## config.mk

```make
export PLATFORM = sky130hd
export DESIGN_NAME = trdb_encoder
export DESIGN_NICKNAME = d
export VERILOG_FILES = /design/src/design/trdb_instr_pkg.sv /design/src/design/trdb_pkt_pkg.sv /design/src/design/trdb_filter.sv /design/src/design/trdb_resync_counter.sv /design/src/design/trdb_branch_map.sv /design/src/design/trdb_packet_emitter.sv /design/src/design/trdb_encoder.sv
export SDC_FILE = /design/constraint.sdc
export NUM_CORES = 1
export LEC_CHECK = 0
export BUFFER_PORTS_ARGS = -buffer_cell sky130_fd_sc_hd__buf_2
export CAP_MARGIN = 20
export CORE_MARGIN = 2
export CORE_UTILIZATION = 50
export CTS_CLUSTER_DIAMETER = 50
export DETAILED_ROUTE_END_ITERATION = 7
export MAX_ROUTING_LAYER = met4
export PLACE_DENSITY = 0.82
export RECOVER_POWER = 100
export SETUP_SLACK_MARGIN = 0.15
export SKIP_LAST_GASP = 1
export SLEW_MARGIN = 20
export SYNTH_ARGS = -nofsm -noshare
export SYNTH_HDL_FRONTEND = slang
export SYNTH_SLANG_ARGS = --single-unit
```

## constraint.sdc

```tcl
create_clock -name clk_i -period 7 [get_ports clk_i]
set_clock_uncertainty 0.15 [all_clocks]
set_input_delay 0.35 -clock clk_i [delete_from_list [all_inputs] [get_ports clk_i]]
set_output_delay 0.35 -clock clk_i [all_outputs]
set_load 0.02 [all_outputs]
```

## src/design/trdb_instr_pkg.sv

```systemverilog
/* trace encoder instruction-side definitions
   retired-instruction record as seen by the filter and emitter */

package trdb_instr_pkg;

    localparam int unsigned XLEN = 32; // instruction address width

    // retired instruction class, only branches feed the branch map
    typedef enum logic [1:0] {
        ITYPE_OTHER = 2'b00, // anything that is not a conditional branch
        ITYPE_BR_NT = 2'b01, // conditional branch, not taken
        ITYPE_BR_T  = 2'b10  // conditional branch, taken
    } trdb_itype_e;

    // one retired instruction per cycle at most
    typedef struct packed {
        logic             valid; // record present this cycle
        logic [XLEN-1:0]  iaddr; // address of the retired instruction
        trdb_itype_e      itype; // instruction class
    } trdb_instr_t;

endpackage

```

## src/design/trdb_pkt_pkg.sv

```systemverilog
/* trace encoder packet-side definitions
   packet kinds, payload views, branch map sizing and resync defaults */

package trdb_pkt_pkg;

    localparam int unsigned BMAP_LEN = 8; // branch outcomes per branch packet
    localparam int unsigned BCNT_W   = 4; // holds 0..BMAP_LEN
    localparam int unsigned PAD_W    = trdb_instr_pkg::XLEN - BCNT_W - BMAP_LEN;

    // what the resync counter advances on
    typedef enum logic {
        RESYNC_PACKET = 1'b0, // one step per emitted packet
        RESYNC_CYCLE  = 1'b1  // one step per traced cycle
    } trdb_resync_mode_e;

    localparam trdb_resync_mode_e RESYNC_MODE_DEF = RESYNC_PACKET;
    localparam int unsigned       RESYNC_MAX_DEF  = 16; // steps between forced syncs

    typedef enum logic {
        PKT_SYNC   = 1'b0, // full address
        PKT_BRANCH = 1'b1  // taken/not-taken map
    } trdb_pkt_kind_e;

    // sync view, whole word is the address
    typedef struct packed {
        logic [trdb_instr_pkg::XLEN-1:0] address;
    } trdb_sync_view_t;

    // branch view, map in the low bits, first branch at bit 0
    typedef struct packed {
        logic [PAD_W-1:0]    pad;   // always zero
        logic [BCNT_W-1:0]   count; // valid bits in map, 1..BMAP_LEN
        logic [BMAP_LEN-1:0] map;   // 1 = taken
    } trdb_branch_view_t;

    // same payload word, decoded by kind
    typedef union packed {
        trdb_sync_view_t   sync;
        trdb_branch_view_t branch;
    } trdb_payload_u;

    typedef struct packed {
        trdb_pkt_kind_e kind;    // selects the payload view
        trdb_payload_u  payload; // sync address or branch map
    } trdb_pkt_t;

endpackage

```

## src/design/trdb_filter.sv

```systemverilog
/* address-range filter
   marks traced instructions and single-cycle range entry and exit */

`timescale 1ns/100ps

module trdb_filter (
    input  logic                               clk_i,
    input  logic                               rst_ni,
    input  trdb_instr_pkg::trdb_instr_t        instr_i,
    input  logic [trdb_instr_pkg::XLEN-1:0]    range_lo_i, // inclusive
    input  logic [trdb_instr_pkg::XLEN-1:0]    range_hi_i, // inclusive
    output logic                               traced_o,
    output logic                               tracing_o,
    output logic                               enter_o,
    output logic                               exit_o
);

    logic in_range;  // address compare, ignores valid
    logic tracing_q; // last valid instruction was in range

    // static bounds, both ends included
    assign in_range = (instr_i.iaddr >= range_lo_i) && (instr_i.iaddr <= range_hi_i);

    assign traced_o  = instr_i.valid && in_range;
    assign tracing_o = tracing_q;

    // entry: first traced one after an out-of-range stretch
    assign enter_o = traced_o && !tracing_q;

    // exit: first valid out-of-range one while tracing
    assign exit_o = instr_i.valid && !in_range && tracing_q;

    always_ff @(posedge clk_i or negedge rst_ni) begin
        if (!rst_ni) begin
            tracing_q <= 1'b0;  // start outside the range
        end else if (instr_i.valid) begin
            tracing_q <= in_range; // idle cycles keep the state
        end
    end

endmodule

```

## src/design/trdb_resync_counter.sv

```systemverilog
/* resync counter
   counts packets or traced cycles, raises a sticky resync-due flag at threshold */

`timescale 1ns/100ps

module trdb_resync_counter #(
    parameter trdb_pkt_pkg::trdb_resync_mode_e MODE       = trdb_pkt_pkg::RESYNC_MODE_DEF,
    parameter int unsigned                     RESYNC_MAX = trdb_pkt_pkg::RESYNC_MAX_DEF
) (
    input  logic clk_i,
    input  logic rst_ni,
    input  logic tracing_i,        // from filter
    input  logic packet_emitted_i, // registered packet strobe
    input  logic resync_clr_i,     // emitter sent a sync
    output logic resync_due_o
);

    import trdb_pkt_pkg::*;

    localparam int unsigned CNT_W = $clog2(RESYNC_MAX + 1); // must hold RESYNC_MAX itself

    logic [CNT_W-1:0] count_q;
    logic             count_en;
    logic             at_max;
    logic             due_q;

    // event source picked at elaboration
    assign count_en = (MODE == RESYNC_PACKET) ? packet_emitted_i : tracing_i;

    assign at_max = (count_q == CNT_W'(RESYNC_MAX));

    assign resync_due_o = due_q;

    always_ff @(posedge clk_i or negedge rst_ni) begin
        if (!rst_ni) begin
            count_q <= '0;
        end else if (resync_clr_i) begin
            count_q <= '0;  // clear beats increment
        end else if (count_en && !at_max) begin
            count_q <= count_q + CNT_W'(1); // saturate at threshold
        end
    end

    // flag lags the count by one cycle, holds until cleared
    always_ff @(posedge clk_i or negedge rst_ni) begin
        if (!rst_ni) begin
            due_q <= 1'b0;
        end else if (resync_clr_i) begin
            due_q <= 1'b0;
        end else if (at_max) begin
            due_q <= 1'b1;
        end
    end

endmodule

```

## src/design/trdb_branch_map.sv

```systemverilog
/* branch map
   collects taken/not-taken outcomes, first branch in bit 0,
   and exposes next-state contents so a full map can be packed at once */

`timescale 1ns/100ps

module trdb_branch_map (
    input  logic                                clk_i,
    input  logic                                rst_ni,
    input  logic                                push_i,  // traced branch to record
    input  logic                                taken_i, // outcome of that branch
    input  logic                                clear_i, // drops map and any push
    output logic [trdb_pkt_pkg::BMAP_LEN-1:0]   bits_o,
    output logic [trdb_pkt_pkg::BCNT_W-1:0]     count_o,
    output logic [trdb_pkt_pkg::BMAP_LEN-1:0]   bits_next_o,
    output logic [trdb_pkt_pkg::BCNT_W-1:0]     count_next_o,
    output logic                                full_o
);

    import trdb_pkt_pkg::*;

    logic [BMAP_LEN-1:0] bits_q;
    logic [BCNT_W-1:0]   count_q;
    logic [BMAP_LEN-1:0] taken_bit; // outcome moved to its slot

    // slot index is the current count
    assign taken_bit = {{(BMAP_LEN-1){1'b0}}, taken_i} << count_q;

    always_comb begin
        bits_next_o  = bits_q;
        count_next_o = count_q;
        if (push_i) begin
            bits_next_o  = bits_q | taken_bit; // not-taken leaves a zero
            count_next_o = count_q + BCNT_W'(1);
        end
    end

    // this push fills the last slot
    assign full_o = push_i && (count_q == BCNT_W'(BMAP_LEN - 1));

    assign bits_o  = bits_q;
    assign count_o = count_q;

    always_ff @(posedge clk_i or negedge rst_ni) begin
        if (!rst_ni) begin
            bits_q  <= '0;
            count_q <= '0;
        end else if (clear_i) begin
            bits_q  <= '0;  // same-cycle push is lost
            count_q <= '0;
        end else begin
            bits_q  <= bits_next_o;
            count_q <= count_next_o;
        end
    end

endmodule

```

## src/design/trdb_packet_emitter.sv

```systemverilog
/* packet emitter
   picks sync, full-map or flush packet per instruction and registers it,
   so each packet leaves one cycle after its instruction */

`timescale 1ns/100ps

module trdb_packet_emitter (
    input  logic                                clk_i,
    input  logic                                rst_ni,
    input  trdb_instr_pkg::trdb_instr_t         instr_i,
    input  logic                                traced_i,
    input  logic                                enter_i,
    input  logic                                exit_i,
    input  logic                                resync_due_i,
    input  logic [trdb_pkt_pkg::BMAP_LEN-1:0]   bits_i,
    input  logic [trdb_pkt_pkg::BCNT_W-1:0]     count_i,
    input  logic [trdb_pkt_pkg::BMAP_LEN-1:0]   bits_next_i,
    input  logic [trdb_pkt_pkg::BCNT_W-1:0]     count_next_i,
    input  logic                                full_i,
    output logic                                push_o,
    output logic                                taken_o,
    output logic                                map_clr_o,
    output logic                                resync_clr_o,
    output logic                                pkt_valid_o,
    output trdb_pkt_pkg::trdb_pkt_t             pkt_o
);

    import trdb_instr_pkg::*;
    import trdb_pkt_pkg::*;

    logic          is_branch;
    logic          emit_sync;   // rule 1
    logic          emit_full;   // rule 2
    logic          emit_flush;  // rule 3
    logic          pkt_valid_d;
    trdb_pkt_t     pkt_d;
    logic          pkt_valid_q;
    trdb_pkt_t     pkt_q;

    assign is_branch = (instr_i.itype == ITYPE_BR_T) || (instr_i.itype == ITYPE_BR_NT);

    // entry or due resync wins over everything
    assign emit_sync = traced_i && (enter_i || resync_due_i);

    // branch consumed by a sync is never recorded
    assign push_o  = traced_i && is_branch && !emit_sync;
    assign taken_o = (instr_i.itype == ITYPE_BR_T);

    // full only comes with a push, so sync is already excluded
    assign emit_full = full_i;

    // leaving the range with pending bits, exit never overlaps traced
    assign emit_flush = exit_i && (count_i != '0);

    assign pkt_valid_d  = emit_sync || emit_full || emit_flush;
    assign map_clr_o    = pkt_valid_d; // every packet empties the map
    assign resync_clr_o = emit_sync;

    always_comb begin
        pkt_d         = '0;
        pkt_d.kind    = PKT_BRANCH;
        if (emit_sync) begin
            pkt_d.kind                   = PKT_SYNC;
            pkt_d.payload.sync.address   = instr_i.iaddr;
        end else if (emit_full) begin
            pkt_d.payload.branch.map     = bits_next_i;  // includes this branch
            pkt_d.payload.branch.count   = count_next_i;
        end else begin
            pkt_d.payload.branch.map     = bits_i;       // flush, pending bits only
            pkt_d.payload.branch.count   = count_i;
        end
    end

    always_ff @(posedge clk_i or negedge rst_ni) begin
        if (!rst_ni) begin
            pkt_valid_q <= 1'b0;
        end else begin
            pkt_valid_q <= pkt_valid_d; // one-cycle strobe
        end
    end

    // payload only loads with a packet
    always_ff @(posedge clk_i) begin
        if (pkt_valid_d) begin
            pkt_q <= pkt_d;
        end
    end

    assign pkt_valid_o = pkt_valid_q;
    assign pkt_o       = pkt_q;

endmodule

```

## src/design/trdb_encoder.sv

```systemverilog
/* instruction trace encoder top
   filter, resync counter, branch map and packet emitter */

`timescale 1ns/100ps

module trdb_encoder (
    input  logic                               clk_i,
    input  logic                               rst_ni,
    input  trdb_instr_pkg::trdb_instr_t        instr_i,
    input  logic [trdb_instr_pkg::XLEN-1:0]    range_lo_i,
    input  logic [trdb_instr_pkg::XLEN-1:0]    range_hi_i,
    output logic                               pkt_valid_o,
    output trdb_pkt_pkg::trdb_pkt_t            pkt_o
);

    import trdb_pkt_pkg::*;

    logic                traced;     // in range this cycle
    logic                tracing;    // range state
    logic                enter;
    logic                leave;
    logic                resync_due;
    logic                resync_clr;
    logic                push;
    logic                taken;
    logic                map_clr;
    logic                map_full;
    logic [BMAP_LEN-1:0] bits;
    logic [BCNT_W-1:0]   count;
    logic [BMAP_LEN-1:0] bits_next;
    logic [BCNT_W-1:0]   count_next;

    trdb_filter u_filter (
        .clk_i      (clk_i),
        .rst_ni     (rst_ni),
        .instr_i    (instr_i),
        .range_lo_i (range_lo_i),
        .range_hi_i (range_hi_i),
        .traced_o   (traced),
        .tracing_o  (tracing),
        .enter_o    (enter),
        .exit_o     (leave)
    );

    // package defaults for mode and threshold
    trdb_resync_counter u_resync (
        .clk_i            (clk_i),
        .rst_ni           (rst_ni),
        .tracing_i        (tracing),
        .packet_emitted_i (pkt_valid_o),
        .resync_clr_i     (resync_clr),
        .resync_due_o     (resync_due)
    );

    trdb_branch_map u_bmap (
        .clk_i        (clk_i),
        .rst_ni       (rst_ni),
        .push_i       (push),
        .taken_i      (taken),
        .clear_i      (map_clr),
        .bits_o       (bits),
        .count_o      (count),
        .bits_next_o  (bits_next),
        .count_next_o (count_next),
        .full_o       (map_full)
    );

    trdb_packet_emitter u_emit (
        .clk_i        (clk_i),
        .rst_ni       (rst_ni),
        .instr_i      (instr_i),
        .traced_i     (traced),
        .enter_i      (enter),
        .exit_i       (leave),
        .resync_due_i (resync_due),
        .bits_i       (bits),
        .count_i      (count),
        .bits_next_i  (bits_next),
        .count_next_i (count_next),
        .full_i       (map_full),
        .push_o       (push),
        .taken_o      (taken),
        .map_clr_o    (map_clr),
        .resync_clr_o (resync_clr),
        .pkt_valid_o  (pkt_valid_o),
        .pkt_o        (pkt_o)
    );

endmodule

```

* Word-level counts from Yosys, hierarchy flattened
Cells that the tools add are included.
** Storage, ports and cells
- Register bits :: 53
- Memories :: 0
- Logic and storage cells :: 52
- Memory bits (read-only) :: 0
- Latch bits :: 0
- RAM bits :: 0
- Output and inout bits :: 34
** Cells by class
- Mux-type cells :: 11
- Divide/modulo/power cells :: 0
- Multipliers :: 0
- Shift-type cells :: 1
- Add/sub/neg operators :: 2
- Magnitude comparators :: 2
- Bitwise logic cells :: 1
- Reductions and logical operators :: 22
- Eq/ne operators :: 4
** Operator list (number)
- $ge 32x32->1 :: 1
- $le 32x32->1 :: 1
- $mux 12 :: 2
- $mux 21 :: 1
- $mux 8 :: 2
- $logic_and 1x1->1 :: 11
- $mux 5 :: 2
- $mux 4 :: 2
- $or 8x8->8 :: 1
- $shl 1x4->8 :: 1
- $add 5x1->5 const B :: 1
- $eq 5x5->1 const B :: 1
- $add 4x1->4 const B :: 1
- $eq 4x3->1 const B :: 1
- $logic_not 1->1 :: 4
- $logic_or 1x1->1 :: 4
- $reduce_bool 2->1 :: 2
- $reduce_bool 4->1 :: 1
- $eq 2x1->1 const B :: 1
- $eq 2x2->1 const B :: 1
- $mux 1 :: 2

* Logic depth before layout (Yosys ltp)
- Word-level depth :: 12
- Depth in mapped cells :: 14
- Depth with buffers taken out :: 12

* Hierarchy
Synthesis repeated with hierarchy kept, for this count alone.
** Second synthesis, totals
- Cells, all modules :: 419
- Area total of the unflattened synthesis :: 4275.4 um^2
** By module, submodules not included
- trdb_filter :: times used 1, sequential area each 25.0 um^2, cells an instance 232, area each 1675.4 um^2
- trdb_packet_emitter :: times used 1, sequential area each 1016.0 um^2, cells an instance 89, area each 1571.5 um^2
- trdb_branch_map :: times used 1, sequential area each 300.3 um^2, cells an instance 68, area each 715.7 um^2
- trdb_resync_counter :: times used 1, sequential area each 150.1 um^2, cells an instance 30, area each 312.8 um^2

* Least setup slack after synthesis
No wires, ideal clock.
- Kind :: input -> register
- Start point :: input port range_lo_i[19] (netlist name)
- End point :: register u_emit.pkt_q, in the netlist u_emit.pkt_o[0], enable pin
- Setup time :: 0.378 ns
- Stages :: 11
- Path slack :: 3.652 ns
- Arrival :: 2.820 ns
- Path through :: inv_1 > ha_1 > a21oi_1 > o21ai_0 > a221o_1 > a211o_1 > a41o_1 > buf_2 > a221oi_1 > o21a_1 > buf_2
** Between the ends
- Word-level cells in the longest chain between the ends :: 11
- Elaborated cells between the ends (all ways) :: 16
** RTL lines
- start: declaration :: RTL line trdb_encoder.sv:10 : input logic [trdb_instr_pkg::XLEN-1:0] range_lo_i,
- $ge 32x32->1 * :: RTL line trdb_filter.sv:22 : assign in_range = (instr_i.iaddr >= range_lo_i) && (instr_i.iaddr <= range_hi_i);
- $logic_and 1x1->1 * :: RTL line trdb_filter.sv:22
- $logic_and 1x1->1 :: RTL line trdb_filter.sv:24 : assign traced_o = instr_i.valid && in_range;
- $logic_and 1x1->1 :: RTL line trdb_filter.sv:28 : assign enter_o = traced_o && !tracing_q;
- $logic_or 1x1->1 :: RTL line trdb_packet_emitter.sv:43 : assign emit_sync = traced_i && (enter_i || resync_due_i);
- $logic_and 1x1->1 :: RTL line trdb_packet_emitter.sv:43
- $logic_not 1->1 :: RTL line trdb_packet_emitter.sv:46 : assign push_o = traced_i && is_branch && !emit_sync;
- $logic_and 1x1->1 :: RTL line trdb_packet_emitter.sv:46
- $logic_and 1x1->1 :: RTL line trdb_branch_map.sv:39 : assign full_o = push_i && (count_q == BCNT_W'(BMAP_LEN - 1));
- $logic_or 1x1->1 :: RTL line trdb_packet_emitter.sv:55 : assign pkt_valid_d = emit_sync || emit_full || emit_flush;
- $logic_or 1x1->1 * :: RTL line trdb_packet_emitter.sv:55
- net map_clr :: RTL line trdb_encoder.sv:26 : logic map_clr;
- end signal: assignment :: RTL line trdb_packet_emitter.sv:85 : pkt_q <= pkt_d;
- end: declaration :: RTL line trdb_packet_emitter.sv:38 : trdb_pkt_t pkt_q;
The timed path passes the listed nets; every way through them passes the cells marked *.
A chain may end at the register's enable or synchronous reset.

* Worst setup path in the final report
- Start point :: input port instr_i[33] (netlist name)
- End point :: register u_emit.pkt_q, in the netlist u_emit.pkt_o[6], enable pin
** Between the ends
- Word-level cells in the longest chain between the ends :: 11
- Elaborated cells between the ends (all ways) :: 17
** RTL lines
- start: declaration :: RTL line trdb_encoder.sv:9 : input trdb_instr_pkg::trdb_instr_t instr_i,
- $ge 32x32->1 or $le 32x32->1 (tied branches) :: RTL line trdb_filter.sv:22
- $logic_and 1x1->1 * :: RTL line trdb_filter.sv:22
- $logic_and 1x1->1 :: RTL line trdb_filter.sv:24
- $logic_and 1x1->1 :: RTL line trdb_filter.sv:28
- $logic_or 1x1->1 :: RTL line trdb_packet_emitter.sv:43
- $logic_and 1x1->1 :: RTL line trdb_packet_emitter.sv:43
- $logic_not 1->1 :: RTL line trdb_packet_emitter.sv:46
- $logic_and 1x1->1 :: RTL line trdb_packet_emitter.sv:46
- $logic_and 1x1->1 :: RTL line trdb_branch_map.sv:39
- $logic_or 1x1->1 :: RTL line trdb_packet_emitter.sv:55
- $logic_or 1x1->1 * :: RTL line trdb_packet_emitter.sv:55
Mark *: on every way between the ends. The rest lies on a longest branch, timed or not.

==> metrics <==
Num Clock Sinks 53; setup_tns 0 ps; hold crit path type primary input to register; total track usage 23.2%; Tcrit/Tclk final 60.9%; worst path arrival time 4020 ps; Final GP Congestion 0.926; critical path data required time 6760 ps; flop and latch count out of synthesis 53; # IOs 135; Final Hold Fails 0; vias per cell 5.46; Initial Utilization 51.8%; initial antenna violation count 0; Clk Latency, worst-skew pair 310 ps; Post-Syn Nets 589; synthesized area 0.00400 mm^2; H-tree depth 2; CTS tree built; DRC Markers 0; Seq/Total Area, Yosys 37.3%; DIE WIDTH 93.5 um; global-route wire length before repair 15.6 mm; core region area 0.00773 mm^2; Reg clk slew, reported paths 110 ps; Max-Cap Viols 1; vias post-DR 3586; row cnt 32; Nets 724; Layout area overhead 19.7%; post-layout utilization of the core 62.0%; LEAKAGE 2.41 nW; total power 0.000808 W; CP max FO 46; DP HPWL 8.25 mm; Routed Antenna Nets 0; setup bufs post-CTS 0; WL/cell 15.5 um; status complete, but fails checks; RSZ-0062 raised after global routing false; Slew @ Worst Pin 1910 ps; failing checks max-capacitance violations, max-slew violations; count of cell types in the netlist 51; DRT Wirelength 10.2 mm; minimum period implied by the final worst setup slack 4260 ps; FMAX 0.235 GHz; Final Non-Filler Cells 657; n_diodes 0; total global routing overflow 0; share of layout cells above drive strength 1 20.4%; total iterations of the first detailed-routing run 5; vias in the first global route 3432; Clock Path Buffers 2; root buffer cell clkbuf_8; Setup-failing EPs final 0; Placed Cells 648; Final Max Tran Viols 47; Die Ht 93.5 um; CP Class primary input to register; crit end category register; DRT iter0 DRCs 154; largest net degree at the start of global routing 47; Post-synth ARST share 37.7%; Avg Inst Size Synth 9.55 um^2; IO buf count 134; PwrDens 169 mW/mm^2; post-cts hold buffer count 1; cells after synthesis 419; Max IR drop VDD 0.0800 mV; die area 0.00873 mm^2; dominant synthesized flop cell edfxtp_1; Worst setup SP type primary input; Post-synth EDFFs 33; total CTS buffers 5; post-cts sizing count 0; Worst slew margin -27.5%; Syn. warnings 0
## sequential cells by signal (all words and copies together) (netlist names)
| signal | cells |
|---|---|
| u_bmap.bits_o | 8 |
| u_bmap.count_o | 4 |
| u_emit.pkt_o | 33 |
| u_emit.pkt_valid_o | 1 |
| u_filter.tracing_o | 1 |
| u_resync.count_q | 5 |
| u_resync.resync_due_o | 1 |
## power breakdown
group	switching, W	internal [W]
Sequential	0.0000183	0.000366
Combinational	0.000142	0.0000927
Clock	0.000114	0.0000752
Total	0.000274	0.000534
## cell type report
type,instances,area [um^2]
sequential,53,1490
fill,691,2940
inverter,82,308
multi-input combinational,277,2130
timing repair buffer,135,636
tap,102,128
clock buffer,5,68.8
clock inverter,3,28.8
## critical path, stage by stage
cell	delay [ps]
clkbuf_1	110
ha_1	330
nand4_1	170
nor4_1	540
nand3_1	130
a22oi_1	670
and3_1	260
o21a_1	1430
## path summary, 6_finish.rpt
kind,startpoint,end,slack [ps],cells past startpoint
setup / recovery,instr_i[33],u_emit.pkt_o[6],2740,8
hold / removal,instr_i[21],u_emit.pkt_o[19],210,2
setup reg to reg,u_bmap.count_o[2],u_emit.pkt_o[6],3140,6
hold reg to reg,u_bmap.bits_o[0],u_bmap.bits_o[0],370,2
max in group asynchronous,rst_ni,u_filter.tracing_o,5430,2
min in group asynchronous,rst_ni,u_resync.resync_due_o,610,2
## per-layer routing
metal	up-vias	track usage (%)	wire length (um)
li1	1745	-	-
met1	1671	29.3	4340
met2	148	38.1	4910
met3	22	2.66	628
met4	0	9.07	284
met5	-	-	0
## per-stage QoR
stage / hold WS [ps] / setup slack (ps) / instance area, um^2
floorplan: -95.6 / 3650 / 4000
global placement: 173 / 3210 / 4760
detailed placement: 176 / 3100 / 4760
CTS: 198 / 3420 / 4870
global route: 211 / 2440 / 4790
finish: 207 / 2740 / 4790
## Yosys cell counts (2+ instances only)
cell type	instances	area share [%]
inv_1	81	7.6
ha_1	69	22
a21oi_1	39	4.9
edfxtp_1	33	25
nor2_1	22	2.1
and2_1	20	3.1
dfrtp_1	20	13
nand4_1	17	2.7
o21ai_0	17	2.1
nand2_1	16	1.5
nand3_1	11	1.4
or3_1	7	1.1
or4_1	5	0.94
a211oi_1	4	0.75
a21o_1	4	0.75
buf_2	4	0.50
o21a_1	3	0.56
o22a_1	3	0.66
xor2_1	3	0.66
a2111oi_0	2	0.44
a221oi_1	2	0.44
clkbuf_1	2	0.19
mux2_4	2	0.75
mux2i_1	2	0.50
nand2b_1	2	0.31
nor4_1	2	0.31
o22ai_1	2	0.31
xnor2_1	2	0.44
## cells in the final DEF (no fill, tap or decap), types with 2 or more instances in the layout
cell	n
dfrtp_1	20
mux2_1	2
a211oi_1	4
ha_1	69
and2_0	4
a2111oi_0	2
mux2i_1	2
nor2_1	22
o22a_1	3
xnor2_1	2
or3_1	7
o22ai_1	2
o21a_1	3
nand2b_1	2
and2_1	16
buf_2	98
clkbuf_1	36
nand2_1	16
nand4_1	17
edfxtp_1	33
o21ai_0	17
a221oi_1	2
nor4_1	2
a21o_1	4
inv_1	82
clkbuf_8	5
xor2_1	3
or4_1	5
a21oi_1	39
nand3_1	12
## logic make-up after synthesis
kind of cell	Yosys count	share of synthesized area, %
AO/OA/AOI/OAI	83	12.9
XOR/XNOR	5	1.09
adder cells (fa/ha/maj)	69	21.6
buffers and inverters	89	8.66
flip-flops	53	37.3
multiplexers	5	1.53
AND/OR/NAND/NOR	115	17.0
Power figures use the tool's default switching activity.
